$ cat src/common/rv32i_ooo_pkg.sv
package rv32i_ooo_pkg;

  // register file geometry
  localparam int REG_W    = 5;
  localparam int NUM_REGS = 2 ** REG_W;

  // completion buffer geometry
  localparam int CB_DEPTH = 8;
  localparam int CB_IDX_W = 3;
  // count has to reach CB_DEPTH itself
  localparam int CB_CNT_W = CB_IDX_W + 1;

  // fixed machine-mode handler address
  localparam logic [31:0] TRAP_VECTOR = 32'h0000_0200;

  typedef logic [REG_W-1:0]    reg_idx_t;
  typedef logic [CB_IDX_W-1:0] cb_idx_t;
  typedef logic [CB_CNT_W-1:0] cb_cnt_t;

  // target functional unit of the decoded instruction
  typedef enum logic [1:0] {
    ARITH_S     = 2'd0,
    MUL_S       = 2'd1,
    DIV_S       = 2'd2,
    LOADSTORE_S = 2'd3
  } fu_type_t;

  // operand source select
  // SRC_RS and SRC_RS_ST both read the register file
  // SRC_RS_ST on source a marks a store
  typedef enum logic [1:0] {
    SRC_RS    = 2'd0,
    SRC_RS_ST = 2'd1,
    SRC_IMM   = 2'd2,
    SRC_PC    = 2'd3
  } src_sel_t;

  // trap cause, EXC_NONE means a clean completion
  typedef enum logic [3:0] {
    EXC_NONE       = 4'd0,
    EXC_MAL_INSN   = 4'd1,
    EXC_FAULT_INSN = 4'd2,
    EXC_ILLEGAL    = 4'd3,
    EXC_BREAK      = 4'd4,
    EXC_MAL_L      = 4'd5,
    EXC_FAULT_L    = 4'd6,
    EXC_MAL_S      = 4'd7,
    EXC_FAULT_S    = 4'd8,
    EXC_ENV_M      = 4'd9
  } exc_cause_t;

endpackage

$ cat src/common/hazard_ctrl_pkg.sv
package hazard_ctrl_pkg;

  // instruction sitting in decode
  typedef struct packed {
    logic                      valid;
    rv32i_ooo_pkg::fu_type_t   fu_type;
    rv32i_ooo_pkg::src_sel_t   source_a_sel;
    rv32i_ooo_pkg::src_sel_t   source_b_sel;
    rv32i_ooo_pkg::reg_idx_t   rs1;
    rv32i_ooo_pkg::reg_idx_t   rs2;
    rv32i_ooo_pkg::reg_idx_t   rd;
    logic                      wen;
    // csr access, serializes the pipe
    logic                      csr;
    logic [31:0]               pc;
  } decode_info_t;

  // long-latency unit occupancy levels
  typedef struct packed {
    logic busy_du;
    logic busy_ls;
  } unit_busy_t;

  // stall and flush levels to the pipeline latches
  typedef struct packed {
    logic pc_en;
    logic stall_fetch_decode;
    logic stall_ex;
    logic fetch_decode_flush;
    logic decode_execute_flush;
    logic execute_commit_flush;
    logic loadstore_flush;
  } hazard_ctrl_t;

  // writeback strobe from a functional unit
  typedef struct packed {
    logic                      valid;
    rv32i_ooo_pkg::reg_idx_t   rd;
    logic                      wen;
    // buffer slot handed out at dispatch
    rv32i_ooo_pkg::cb_idx_t    cb_idx;
  } wb_req_t;

  // exception raised alongside a writeback
  typedef struct packed {
    logic                      valid;
    rv32i_ooo_pkg::exc_cause_t cause;
    logic [31:0]               badaddr;
  } exc_report_t;

  // completion buffer state seen by hazard and privilege logic
  typedef struct packed {
    logic                      full;
    logic                      empty;
    // one cycle, head entry faulted
    logic                      flush;
    logic [31:0]               epc;
    rv32i_ooo_pkg::exc_cause_t cause;
  } cb_status_t;

endpackage

$ cat src/completion_buffer/completion_buffer.sv
module completion_buffer (
  input  logic                          CLK,
  input  logic                          rst,
  input  hazard_ctrl_pkg::decode_info_t dec,
  input  logic                          dispatch,
  input  hazard_ctrl_pkg::wb_req_t      wb,
  input  hazard_ctrl_pkg::exc_report_t  exc,
  output hazard_ctrl_pkg::cb_status_t   status,
  output rv32i_ooo_pkg::cb_idx_t        tail_idx,
  output logic                          commit_valid,
  output rv32i_ooo_pkg::reg_idx_t       commit_rd
);

  // per-entry payload
  typedef struct packed {
    rv32i_ooo_pkg::reg_idx_t   rd;
    logic                      wen;
    logic [31:0]               pc;
    rv32i_ooo_pkg::exc_cause_t cause;
  } cb_entry_t;

  cb_entry_t entry_q [rv32i_ooo_pkg::CB_DEPTH];

  logic [rv32i_ooo_pkg::CB_DEPTH-1:0] valid_q;
  logic [rv32i_ooo_pkg::CB_DEPTH-1:0] done_q;

  rv32i_ooo_pkg::cb_idx_t head_q;
  rv32i_ooo_pkg::cb_idx_t tail_q;
  rv32i_ooo_pkg::cb_cnt_t count_q;

  logic head_ready;
  logic head_exc;
  logic head_flush;

  // head retires once done, faults instead if it carries a cause
  assign head_ready   = valid_q[head_q] & done_q[head_q];
  assign head_exc     = entry_q[head_q].cause != rv32i_ooo_pkg::EXC_NONE;
  assign commit_valid = head_ready & ~head_exc;
  assign head_flush   = head_ready & head_exc;

  // rd of zero when the entry has no destination
  assign commit_rd = entry_q[head_q].wen ? entry_q[head_q].rd : '0;
  assign tail_idx  = tail_q;

  always_comb begin
    status.full  = count_q == rv32i_ooo_pkg::cb_cnt_t'(rv32i_ooo_pkg::CB_DEPTH);
    status.empty = count_q == '0;
    status.flush = head_flush;
    status.epc   = entry_q[head_q].pc;
    status.cause = entry_q[head_q].cause;
  end

  // payload array
  always_ff @(posedge CLK) begin
    if (dispatch) begin
      entry_q[tail_q].rd  <= dec.rd;
      entry_q[tail_q].wen <= dec.wen;
      entry_q[tail_q].pc  <= dec.pc;
    end
    // cause only written at writeback, read only once done
    if (wb.valid) begin
      entry_q[wb.cb_idx].cause <= exc.valid ? exc.cause : rv32i_ooo_pkg::EXC_NONE;
    end
  end

  // pointers, occupancy and entry flags
  always_ff @(posedge CLK) begin
    if (rst || head_flush) begin
      // a faulting head drops everything younger too
      head_q  <= '0;
      tail_q  <= '0;
      count_q <= '0;
      valid_q <= '0;
      done_q  <= '0;
    end else begin
      if (dispatch) begin
        valid_q[tail_q] <= 1'b1;
        done_q[tail_q]  <= 1'b0;
        tail_q          <= rv32i_ooo_pkg::cb_idx_t'(tail_q + 1);
      end
      if (wb.valid) begin
        done_q[wb.cb_idx] <= 1'b1;
      end
      if (commit_valid) begin
        valid_q[head_q] <= 1'b0;
        done_q[head_q]  <= 1'b0;
        head_q          <= rv32i_ooo_pkg::cb_idx_t'(head_q + 1);
      end
      case ({dispatch, commit_valid})
        2'b10:   count_q <= rv32i_ooo_pkg::cb_cnt_t'(count_q + 1);
        2'b01:   count_q <= rv32i_ooo_pkg::cb_cnt_t'(count_q - 1);
        default: count_q <= count_q;
      endcase
    end
  end

  // count stays in range and agrees with the live entries
  no_overflow : assert property (
    @(posedge CLK) disable iff (rst)
    (count_q <= rv32i_ooo_pkg::CB_DEPTH) && (count_q == $countones(valid_q))
  );

  // a unit only writes back slots that were handed out
  wb_hits_valid_entry : assert property (
    @(posedge CLK) disable iff (rst || head_flush)
    wb.valid |-> valid_q[wb.cb_idx]
  );

endmodule

$ cat src/ooo_hazard/ooo_hazard_unit.sv
module ooo_hazard_unit (
  input  logic                         CLK,
  input  logic                         rst,
  input  hazard_ctrl_pkg::decode_info_t dec,
  input  hazard_ctrl_pkg::unit_busy_t   busy,
  input  logic                         i_mem_busy,
  input  logic                         mispredict,
  input  logic                         rs1_busy,
  input  logic                         rs2_busy,
  input  logic                         rd_busy,
  input  hazard_ctrl_pkg::cb_status_t   cb,
  input  logic                         insert_pc,
  output hazard_ctrl_pkg::hazard_ctrl_t ctrl,
  output logic                         dispatch
);

  logic src_a_busy;
  logic src_b_busy;
  logic dst_busy;
  logic data_hazard;
  logic structural_hazard;
  logic store;
  logic store_wait;
  logic front_flush;

  // source only matters when it actually reads the register file
  always_comb begin
    case (dec.source_a_sel)
      rv32i_ooo_pkg::SRC_RS,
      rv32i_ooo_pkg::SRC_RS_ST: src_a_busy = rs1_busy;
      default:                  src_a_busy = 1'b0;
    endcase
  end

  always_comb begin
    case (dec.source_b_sel)
      rv32i_ooo_pkg::SRC_RS,
      rv32i_ooo_pkg::SRC_RS_ST: src_b_busy = rs2_busy;
      default:                  src_b_busy = 1'b0;
    endcase
  end

  // waw, only when this instruction writes back
  assign dst_busy = rd_busy & dec.wen;

  assign data_hazard = src_a_busy | src_b_busy | dst_busy;

  // busy unit blocks only instructions aimed at it
  assign structural_hazard =
    ((dec.fu_type == rv32i_ooo_pkg::DIV_S) & busy.busy_du) |
    ((dec.fu_type == rv32i_ooo_pkg::LOADSTORE_S) & busy.busy_ls);

  // stores go out in order, wait for everything older to retire
  assign store = (dec.fu_type == rv32i_ooo_pkg::LOADSTORE_S) &&
                 (dec.source_a_sel == rv32i_ooo_pkg::SRC_RS_ST);
  assign store_wait = store & ~cb.empty;

  // redirect from a mispredict, a trap insertion or a faulting commit
  assign front_flush = mispredict | insert_pc | cb.flush;

  always_comb begin
    ctrl.stall_ex           = cb.full;
    // csr always holds decode
    ctrl.stall_fetch_decode = data_hazard | structural_hazard | store_wait |
                              cb.full | dec.csr;
    ctrl.pc_en              = ~(i_mem_busy | ctrl.stall_fetch_decode);

    ctrl.fetch_decode_flush   = front_flush;
    ctrl.decode_execute_flush = front_flush;
    // back end only cleared by the buffer itself
    ctrl.execute_commit_flush = cb.flush;
    ctrl.loadstore_flush      = cb.flush;
  end

  // shared strobe, scoreboard and buffer do not re-test the stall
  assign dispatch = dec.valid & ~ctrl.stall_fetch_decode & ~front_flush;

  // an accepted instruction must show up in the buffer
  dispatch_lands_in_buffer : assert property (
    @(posedge CLK) disable iff (rst)
    dispatch |=> !cb.empty
  );

  // trap insertion follows a flush, so the buffer has already emptied
  insert_on_empty_buffer : assert property (
    @(posedge CLK) disable iff (rst)
    insert_pc |-> cb.empty
  );

endmodule

$ cat src/ooo_hazard/reg_scoreboard.sv
module reg_scoreboard (
  input  logic                          CLK,
  input  logic                          rst,
  input  hazard_ctrl_pkg::decode_info_t dec,
  input  logic                          dispatch,
  input  hazard_ctrl_pkg::wb_req_t      wb,
  input  logic                          flush,
  output logic                          rs1_busy,
  output logic                          rs2_busy,
  output logic                          rd_busy
);

  logic [rv32i_ooo_pkg::NUM_REGS-1:0] busy_q;
  logic [rv32i_ooo_pkg::NUM_REGS-1:0] set_mask;
  logic [rv32i_ooo_pkg::NUM_REGS-1:0] clr_mask;

  // x0 never gets marked
  always_comb begin
    set_mask = '0;
    if (dispatch && dec.wen && (dec.rd != '0)) begin
      set_mask[dec.rd] = 1'b1;
    end
  end

  always_comb begin
    clr_mask = '0;
    if (wb.valid && wb.wen) begin
      clr_mask[wb.rd] = 1'b1;
    end
  end

  // set applied after clear, so a same-cycle set wins
  always_ff @(posedge CLK) begin
    if (rst) begin
      busy_q <= '0;
    end else if (flush) begin
      // all in-flight writers are gone
      busy_q <= '0;
    end else begin
      busy_q <= (busy_q & ~clr_mask) | set_mask;
    end
  end

  // lookups for the decode fields
  assign rs1_busy = busy_q[dec.rs1];
  assign rs2_busy = busy_q[dec.rs2];
  assign rd_busy  = busy_q[dec.rd];

  // writer must have been dispatched and not yet flushed
  wb_targets_busy_reg : assert property (
    @(posedge CLK) disable iff (rst || flush)
    (wb.valid && wb.wen && (wb.rd != '0)) |-> busy_q[wb.rd]
  );

endmodule

$ cat src/rtl/hazard_subsystem_top.sv
module hazard_subsystem_top (
  input  logic                          CLK,
  input  logic                          rst,
  input  hazard_ctrl_pkg::decode_info_t dec,
  input  hazard_ctrl_pkg::unit_busy_t   busy,
  input  logic                          i_mem_busy,
  input  logic                          mispredict,
  input  hazard_ctrl_pkg::wb_req_t      wb,
  input  hazard_ctrl_pkg::exc_report_t  exc,
  output hazard_ctrl_pkg::hazard_ctrl_t ctrl,
  output rv32i_ooo_pkg::cb_idx_t        cb_idx,
  output logic                          commit_valid,
  output rv32i_ooo_pkg::reg_idx_t       commit_rd,
  output logic                          insert_pc,
  output logic [31:0]                   priv_pc,
  output rv32i_ooo_pkg::exc_cause_t     cause_q,
  output logic [31:0]                   epc_q
);

  logic                        rs1_busy;
  logic                        rs2_busy;
  logic                        rd_busy;
  logic                        dispatch;
  hazard_ctrl_pkg::cb_status_t cb_status;

  ooo_hazard_unit u_hazard (
    .CLK        (CLK),
    .rst        (rst),
    .dec        (dec),
    .busy       (busy),
    .i_mem_busy (i_mem_busy),
    .mispredict (mispredict),
    .rs1_busy   (rs1_busy),
    .rs2_busy   (rs2_busy),
    .rd_busy    (rd_busy),
    .cb         (cb_status),
    .insert_pc  (insert_pc),
    .ctrl       (ctrl),
    .dispatch   (dispatch)
  );

  // cleared by the buffer flush only
  reg_scoreboard u_scoreboard (
    .CLK      (CLK),
    .rst      (rst),
    .dec      (dec),
    .dispatch (dispatch),
    .wb       (wb),
    .flush    (cb_status.flush),
    .rs1_busy (rs1_busy),
    .rs2_busy (rs2_busy),
    .rd_busy  (rd_busy)
  );

  completion_buffer u_cb (
    .CLK          (CLK),
    .rst          (rst),
    .dec          (dec),
    .dispatch     (dispatch),
    .wb           (wb),
    .exc          (exc),
    .status       (cb_status),
    .tail_idx     (cb_idx),
    .commit_valid (commit_valid),
    .commit_rd    (commit_rd)
  );

  prv_exception_ctrl u_prv (
    .CLK       (CLK),
    .rst       (rst),
    .cb        (cb_status),
    .insert_pc (insert_pc),
    .priv_pc   (priv_pc),
    .cause_q   (cause_q),
    .epc_q     (epc_q)
  );

endmodule

$ cat src/rtl/prv_exception_ctrl.sv
module prv_exception_ctrl (
  input  logic                        CLK,
  input  logic                        rst,
  input  hazard_ctrl_pkg::cb_status_t cb,
  output logic                        insert_pc,
  output logic [31:0]                 priv_pc,
  output rv32i_ooo_pkg::exc_cause_t   cause_q,
  output logic [31:0]                 epc_q
);

  logic insert_q;

  // one-cycle redirect right after the faulting commit
  always_ff @(posedge CLK) begin
    if (rst) begin
      insert_q <= 1'b0;
    end else begin
      insert_q <= cb.flush;
    end
  end

  // last trap kept for observation
  always_ff @(posedge CLK) begin
    if (rst) begin
      cause_q <= rv32i_ooo_pkg::EXC_NONE;
      epc_q   <= '0;
    end else if (cb.flush) begin
      cause_q <= cb.cause;
      epc_q   <= cb.epc;
    end
  end

  assign insert_pc = insert_q;
  // single handler, no vectored mode
  assign priv_pc   = rv32i_ooo_pkg::TRAP_VECTOR;

  // buffer is empty after a flush, so the redirect cannot repeat
  insert_one_cycle : assert property (
    @(posedge CLK) disable iff (rst)
    insert_pc |=> !insert_pc
  );

endmodule

$ cat config.mk
export PLATFORM = sky130hd
export DESIGN_NAME = hazard_subsystem_top
export DESIGN_NICKNAME = d
export VERILOG_FILES = /design/src/common/rv32i_ooo_pkg.sv /design/src/common/hazard_ctrl_pkg.sv /design/src/completion_buffer/completion_buffer.sv /design/src/ooo_hazard/ooo_hazard_unit.sv /design/src/ooo_hazard/reg_scoreboard.sv /design/src/rtl/hazard_subsystem_top.sv /design/src/rtl/prv_exception_ctrl.sv
export SDC_FILE = /design/constraint.sdc
export NUM_CORES = 1
export LEC_CHECK = 0
export ABC_AREA = 1
export BUFFER_PORTS_ARGS = -buffer_cell sky130_fd_sc_hd__buf_2
export CORE_UTILIZATION = 30
export CTS_CLUSTER_SIZE = 25
export DETAILED_ROUTE_END_ITERATION = 10
export GPL_TIMING_DRIVEN = 0
export PLACE_DENSITY = 0.43
export SETUP_SLACK_MARGIN = 0.4
export SYNTH_ARGS = -nofsm -noshare
export SYNTH_HDL_FRONTEND = slang
export SYNTH_SLANG_ARGS = --single-unit
export TNS_END_PERCENT = 20
$ cat constraint.sdc
create_clock -name CLK -period 4.15 [get_ports CLK]
set_input_delay 0.415 -clock CLK [delete_from_list [all_inputs] [get_ports CLK]]
set_output_delay 0.415 -clock CLK [all_outputs]
set_load 0.02 [all_outputs]
* Word-level counts from Yosys, hierarchy flattened
Memory sizes are Yosys's and may differ from the RTL's. A register that Yosys moved wholly into a read port is not among the register bits.
Cells that the tools add are included.
** Operators by class
- $add $sub $neg :: 4
- Magnitude comparators :: 12
- Equal/unequal tests :: 7
- Muxes and demuxes :: 41
- Bitwise operators :: 34
- Reductions and logical operators :: 19
** Operators with widths (number)
- 32-bit two-way mux :: 2
- 8-bit two-way mux :: 8
- 32-bit bitwise AND :: 1
- 32-bit NOT :: 1
- 32-bit bitwise OR :: 1
- 8-bit bitwise AND :: 3
- 5-bit by 6-bit less-than comparator with 1-bit output (second input constant) :: 4
- 1-bit two-way mux :: 16
- 8-bit NOT :: 2
- 8-bit bitwise OR :: 2
- 1-bit binary-select mux with 5-bit select :: 3
- 3-bit by 4-bit less-than comparator with 1-bit output (second input constant) :: 3
- 1-bit demux with 5-bit select :: 2
- 5-bit by 1-bit >= comparator with 1-bit output (second input constant) :: 2
- 1-bit bitwise OR :: 10
- 1-bit bitwise AND :: 9
- 1-bit demux with 3-bit select :: 3
- 3-bit by 1-bit >= comparator with 1-bit output (second input constant) :: 3
- 1-bit logical AND :: 9
- 4-bit case mux with 2 select lines :: 1
- 3-bit by 1-bit adder with 3-bit output (second input constant) :: 2
- 1-bit binary-select mux with 3-bit select :: 2
- 2-bit by 1-bit equality test with 1-bit output (second input constant) :: 3
- 2-bit equality test (second input constant) :: 3
- other kinds (14) :: 22
** Storage, ports and cells
- Register bits :: 95
- RAM bits :: 336
- Input bits :: 109
- Output and inout port bits :: 85
- Logic and storage cells :: 127
- Memories :: 1
** Memory list
- u_cb.entry_q :: depth 8, width 42, rd ports 1, clocked after Yosys merged registers in 1, wr ports 2, line completion_buffer.sv:22 : cb_entry_t entry_q [rv32i_ooo_pkg::CB_DEPTH];

* Longest topological paths before layout
Gate-level depths: netlist (run 1).
- Depth after elaboration :: 19
- Depth in mapped cells :: 23

* By module
From an unflattened synthesis (run 1), not the netlist that was laid out.
** Unflattened totals
- Cell total of the unflattened synthesis :: 1992
- Area total of the unflattened synthesis :: 19209.7 µm²
** Modules (own cells, without submodules)
- completion_buffer :: instances 1, cells each 1308, area an instance 14970.6 µm², sequential area each 10670.2 µm²
- reg_scoreboard :: instances 1, cells each 389, area an instance 2294.7 µm², sequential area each 640.6 µm²
- prv_exception_ctrl :: instances 1, cells each 265, area an instance 1795.5 µm², sequential area each 740.7 µm²
- ooo_hazard_unit :: instances 1, cells each 30, area an instance 148.9 µm², sequential area each 0.0 µm²

* Worst setup path before layout (run 1)
Ideal clock, no wire load.
- Path kind :: input-to-reg
- Start point :: input port dec[44] in the netlist's numbering
- End point :: memory u_cb.entry_q[1][10] in the netlist's numbering (enable)
- Setup time :: 0.392 ns
- Arrival :: 2.473 ns
- Slack :: 1.284 ns
- Stages on the path :: 14
- Path buffers :: 2
- Path through :: buf_2 > inv_1 > buf_2 > nand2_1 > nand3_1 > nand3_1 > nand2_1 > nand2_1 > nand2_1 > nor2_1 > nor2_1 > nor2_2 > nand4_1 > inv_1
** RTL lines
- start: declaration :: line hazard_subsystem_top.sv:4 : input hazard_ctrl_pkg::decode_info_t dec,
- end: declaration :: line completion_buffer.sv:22

==> results.py, run 1 <==
metrics = {
    "global_routing": {
        "grt_pass1_vias": 13692,
        "antenna_found_initial": 4,
        "grt_usage": 0.183,
        "grt_remaining_overflow": 0,
        "grt_max_degree": 29,
        "grt_pass1_wl_um": 86400,
    },
    "synth": {
        "synth_seq_area_share": 0.647,
        "ys_ff_latch": 434,
        "async_flop_share": 0,
        "yosysWarnings": 0,
        "synth_area_um2": 18600,
        "synth_cell_types": 40,
        "synth_edf_count": 336,
        "syn_area_per_cell_um2": 10.6,
        "synth_top_area_cell": "edfxtp_1",
        "syn_inst": 1751,
        "synth_flop_cell": "edfxtp_1",
        "synth.top_cell.area_share": 0.542,
        "synthTopCellsByArea": "edfxtp_1, dfxtp_1, nand2_1, o21ai_0, nor2_1",
    },
    "clock_network": {
        "htree_levels": 2,
        "cts.sinks": 434,
        "root_buffer": "clkbuf_16",
        "cts_tree": "done",
        "cts_buffers": 49,
        "cts_hold_buf": 0,
        "clockBufferDepth": 3,
        "path_clk_slew_ps": 60,
        "clk_latency_ps": 600,
    },
    "drt": {
        "viasPerCell": 4.91,
        "first_pass_iters": 5,
        "drcViolationCount": 0,
        "ant_nets": 0,
        "wire_per_inst_um": 20.8,
        "drtIter0Drc": 1002,
        "drt_wl_total_um": 57900,
        "num_vias": 13706,
    },
    "setup_path": {
        "r2r-end": "u_cb.count_q[3]",
        "critical_path_required_ps": 3730,
        "worstSetupEndpoint": "commit_rd[0]",
        "arrival_ps": 3100,
        "r2r_slack_ps": 820,
        "crit_fanout": 10,
        "worstSetupStartpointType": "register",
        "worstRegToRegCells": 22,
        "path_class": "register to output port",
        "cp-end-kind": "output port",
    },
    "timing": {
        "slew_headroom": 0.434,
        "worst_slew_pin_slew_ps": 849,
        "fin_skew_ps": 18.2,
        "clock.fmax_ghz": 0.285,
        "hold_viol": 0,
        "rsz0062_at_grt": "no",
        "finalSetupTns_ps": 0,
        "finalSetupViolCount": 0,
        "finalCritPeriodShare": 0.847,
        "slew_violations": 0,
        "period_minus_slack_ps": 3510,
    },
    "run": {
        "max-cap-violations": 0,
    },
    "worst_hold_path": {
        "min_path_type": "primary input to register",
        "min_from": "dec[23]",
    },
    "final_layout": {
        "area.sequential_um2": 12100,
        "layout_common_cells": "edfxtp_1, nand2_1, nor2_1",
        "fillers": 6118,
        "final_common_cell": "edfxtp_1",
        "nets": 2078,
        "drive_gt1_frac": 0.165,
        "area_growth_syn_to_layout_pct": 18.8,
        "multi_input_area_um2": 5500,
    },
    "outcome": {
        "status": "finished, final reports clean",
    },
    "floorplan": {
        "io_pins": 194,
        "coreArea_um2": 60800,
        "die_w_um": 251,
        "start_util": 0.306,
        "die_y_um": 251,
        "num_rows": 90,
        "dieArea_um2": 63000,
    },
    "pwr": {
        "power_leakage_nw": 8.16,
        "vdd_drop_max_mv": 0.237,
        "total_power_mw": 9.41,
        "power_density_nw_per_um2": 426,
    },
    "placed_design": {
        "port_buffers": 124,
        "hpwl_um": 38400,
        "place_congestion": 0.827,
    },
}
## power breakdown
group | switching, mW | leakage (nW) | internal (mW) | total (mW)
logic | 0.262 | 3.59 | 0.104 | 0.366
clock network | 1.81 | 0.784 | 2.52 | 4.33
registers | 0.00985 | 3.78 | 4.70 | 4.71
total | 2.08 | 8.16 | 7.32 | 9.41
## what timing repair did
item                                    CTS  global route
endpoints found under the setup margin    5             5
gates resized for setup                   2             7
buffers inserted                          0             0
## cell usage after synthesis (2+ instances only)
cell type and instances:
nor2_2 4, nand4_1 9, dfxtp_1 98, ha_1 5, nand2_1 285, clkbuf_1 61
nand3_1 95, o22ai_1 11, nor3_1 17, nor2_1 237, o211ai_1 3, buf_4 40
a21oi_1 43, a21oi_2 17, edfxtp_1 336, buf_2 19, buf_1 5, buf_6 6
o31ai_1 3, conb_1 2, a22o_1 4, o221ai_1 64, nor2_8 2, o21ai_0 202
nand3_2 20, a32o_1 32, clkinv_1 2, inv_1 117
## how the worst min path moves through the flow
stage / endpoint / cells after the start
2_1_floorplan: u_cb.valid_q[1] / 2
3_3_place_gp: u_cb.valid_q[1] / 2
3_5_place_dp: u_cb.valid_q[1] / 2
4_1_cts: u_cb.entry_q[6][27] / 1
5_1_grt: u_cb.entry_q[2][10] / 1
6_report: u_cb.entry_q[6][27] / 1
## cells by family after synthesis
logic type | synth area share
fa+ha+maj | 0.00336
compound gates | 0.130
other cells | 0.000403
buf+inv | 0.0632
xor+xnor | 0.000941
flops | 0.647
simple gates | 0.155
## sequential cells by signal, indices dropped and copies added, names as in the netlist, 4 cells and up, named ones only
name and cells:
u_cb.entry_q 336, u_prv.epc_q 32, u_scoreboard.busy_q 32, u_cb.done_q 8, u_cb.valid_q 8, u_cb.count_q 4, u_prv.cause_q 4
## final cells by class
class | count | share of cell area
Sequential cell | 434 | 0.545
Multi-Input combinational cell | 1094 | 0.249
Clock buffer | 72 | 0.0645
Tap cell | 782 | 0.0443
Timing Repair Buffer | 132 | 0.0353
Buffer | 131 | 0.0324
Inverter | 122 | 0.0211
Clock inverter | 20 | 0.00792
Antenna cell | 2 | 0.000226
## metal layers
layer / vias up / GRT usage / routed length [um] / share of wire
met3: 92 / 0.0375 / 3620 / 0.063
met4: 8 / 0.0568 / 1320 / 0.023
met1: 6635 / 0.245 / 26000 / 0.45
li1: 6569 / - / - / -
met2: 402 / 0.297 / 27000 / 0.47
met5: - / 0 / 51 / 0.00088
## per-stage QoR
stage	hold slack [ps]	std cells	setup slack [ps]	area, um^2	util
2_1_floorplan	431	1781	1280	18700	-
3_3_place_gp	442	2687	-404	20300	0.334
3_5_place_dp	447	2695	474	20500	0.337
4_1_cts	57.6	2787	426	22100	0.363
5_1_grt	74.3	2787	422	22100	0.363
6_report	87.2	2789	636	22100	0.363
## worst max-delay path, stage by stage (launching register included)
cell,delay [ps]
dfxtp_1,350
buf_6,160
buf_4,220
clkbuf_1,470
clkbuf_1,520
nor2_1,110
o22ai_1,140
nand2_1,70
nand2_1,140
nand2_1,70
inv_1,80
buf_2,160
Note: power is estimated with default switching activity, not from simulation.
==> run 2: changes to the inputs <==
PLACE_DENSITY = 0.45   (was 0.43)
clock period = 2.9 ns   (was 4.15 ns; I/O delays follow)
==> run 2 against run 1 <==
Worst hold slack worse by 38 ps. First-iteration DRC count up 9.6%. Via count up 4.1%. Combinational power up 65%. Final area up 7.7%. Sequential power up 43%. Critical endpoint is now u_cb.entry_q[1][39]. Largest cell class unchanged. Largest power group unchanged.
==> results.py, run 2 (synthesis results as in run 1) <==
metrics = {
    "setup_path": {
        "arrival_ps": 3210,
        "cp_slowest_cell": "dfxtp_1",
        "cp_common_cell": "buf_4",
        "path_class": "register to register",
        "slowest_delay_ps": 410,
        "cp_cell_sequence": "inv_1 -> nor2_1 -> o211ai_1 -> o21ai_0 -> nor2_1 -> nor2_2 -> nand2_4 -> nand2_8 -> nor2_8 -> buf_4 -> buf_4 -> buf_4 -> nand4_1 -> buf_6 -> clkinvlp_4 -> buf_12",
        "worstSetupStartpointType": "register",
        "critical_path_required_ps": 3250,
        "cp-end-kind": "register",
        "crit_fanout": 7,
    },
    "global_routing": {
        "grt_pass1_vias": 13800,
        "grt_usage": 0.186,
        "antenna_found_initial": 3,
        "grt_remaining_overflow": 0,
        "grt_pass1_wl_um": 87500,
        "grt_max_degree": 26,
    },
    "placed_design": {
        "place_congestion": 0.849,
        "hpwl_um": 37700,
        "port_buffers": 124,
        "place_ws_ps": -977,
    },
    "timing": {
        "period_minus_slack_ps": 2860,
        "fin_skew_ps": 18.0,
        "slew_headroom": 0.481,
        "clock.fmax_ghz": 0.349,
        "holdWs_ps": 49.0,
        "layout_setup_ws_ps": 38.4,
        "rsz0062_at_grt": "yes",
        "slew_violations": 0,
        "finalCritPeriodShare": 0.987,
        "hold_viol": 0,
        "finalSetupViolCount": 0,
        "worst_slew_pin_slew_ps": 779,
    },
    "drt": {
        "viasPerCell": 4.96,
        "drt_wl_total_um": 61400,
        "first_pass_iters": 5,
        "wire_per_inst_um": 21.3,
        "drtIter0Drc": 1098,
        "drcViolationCount": 0,
        "ant_nets": 0,
        "num_vias": 14269,
    },
    "final_layout": {
        "largest_reg_flops": 336,
        "nets": 2170,
        "top_register": "u_cb.entry_q",
        "reg_top3": "u_cb.entry_q x336, u_prv.epc_q x32, u_scoreboard.busy_q x32",
        "multi_input_area_um2": 5800,
        "area_growth_syn_to_layout_pct": 27.9,
        "fillers": 5971,
        "area.sequential_um2": 12100,
        "final_common_cell": "edfxtp_1",
        "layout_common_cells": "edfxtp_1, nand2_1, nor2_1",
        "drive_gt1_frac": 0.215,
    },
    "pwr": {
        "power_density_nw_per_um2": 557,
        "vdd_drop_max_mv": 0.324,
        "pwr-share-seq": 0.509,
        "clkPwrFrac": 0.445,
        "internal-power_mw": 10.3,
        "pwr-share-comb": 0.046,
        "switching_share": 0.223,
        "power_leakage_nw": 8.81,
        "p_sw_mw": 2.95,
    },
    "clock_network": {
        "clk_latency_ps": 600,
        "htree_levels": 2,
        "path_clk_slew_ps": 60,
        "clockBufferDepth": 3,
        "root_buffer": "clkbuf_16",
        "cts_buffers": 48,
        "cts.sinks": 434,
        "cts_tree": "done",
    },
    "floorplan": {
        "dieArea_um2": 63000,
        "die_y_um": 251,
        "num_rows": 90,
        "coreArea_um2": 60800,
        "die_w_um": 251,
        "io_pins": 194,
        "start_util": 0.306,
    },
    "worst_hold_path": {
        "min_path_type": "primary input to register",
    },
    "run": {
        "max-cap-violations": 0,
    },
    "outcome": {
        "status": "finished, final reports clean",
    },
}
[run 2: cell types whose count changed in the layout (fill, tap and decap cells not counted), sizes merged]
cell,delta
clkinvlp,+7
bufinv,+6
buf,+51
dlygate4sd3,+32
clkinv,-4
diode,-1
nor2,+1
inv,-6
clkbuf,+3
[run 2: worst paths after layout]
| check | startpoint | endpoint | slack (ps) | cells after the start |
|---|---|---|---|---|
| max | u_cb.head_q[2] | u_cb.entry_q[1][39] | 40 | 16 |
| min reg2reg | u_cb.valid_q[1] | u_cb.valid_q[1] | 460 | 2 |
| min | dec[35] | u_cb.entry_q[0][38] | 50 | 1 |
| max reg2reg | u_cb.head_q[2] | u_cb.entry_q[1][39] | 40 | 16 |
[run 2: critical path: cells and delay by family, from the launching register on]
family,cells,cell delay (ps)
buffers and inverters,7,1080
flip-flops,1,410
AND/OR/NAND/NOR,7,890
AO/OA/AOI/OAI,2,210
[run 2: what timing repair did]
action	in CTS	in global routing
hold endpoints to repair	256	0
gates resized for setup	100	106
pin swaps	15	40
setup buffers	34	11
hold buffers	32	0
gates cloned	7	11
setup endpoints to repair	414	412
[run 2: area by class of cell]
type	instances	area share
flip-flops and latches	434	0.506
multi-input cells	1095	0.244
repair buffers	221	0.0828
clock buffers	69	0.0556
well taps	782	0.0411
plain buffers	131	0.0368
inverters	122	0.0244
clock inverters	20	0.00778
repair inverters	3	0.00131
diodes	1	0.000105
[run 2: per-stage QoR]
step	utilization	cell area (um^2)	setup TNS (ps)	instances	total power [mW]
after global placement	0.334	20300	-413640	2687	7.40
after CTS	0.379	23000	0	2855	13.4
after global routing	0.391	23800	-486	2877	13.7
after floorplan	-	18700	0	1781	7.18
after detailed placement	0.336	20500	-166870	2693	7.40
final	0.391	23800	0	2878	13.3
[run 2: power groups by stage]
stage                     Clock (mW)  Sequential, mW  Combinational (mW)
after detailed placement           0            6.88               0.526
final                           5.91            6.75               0.605
after CTS                       6.04            6.74               0.586
after global placement             0            6.88               0.518
after global routing            6.29            6.75               0.657
after floorplan                    0            6.88               0.296
[run 2: metal layers]
metal,GRT usage,up-vias,wire [um]
met5,0,-,27
met4,0.0486,4,1320
met3,0.0382,83,3870
met2,0.311,437,29200
met1,0.246,6972,27000
li1,-,6773,-
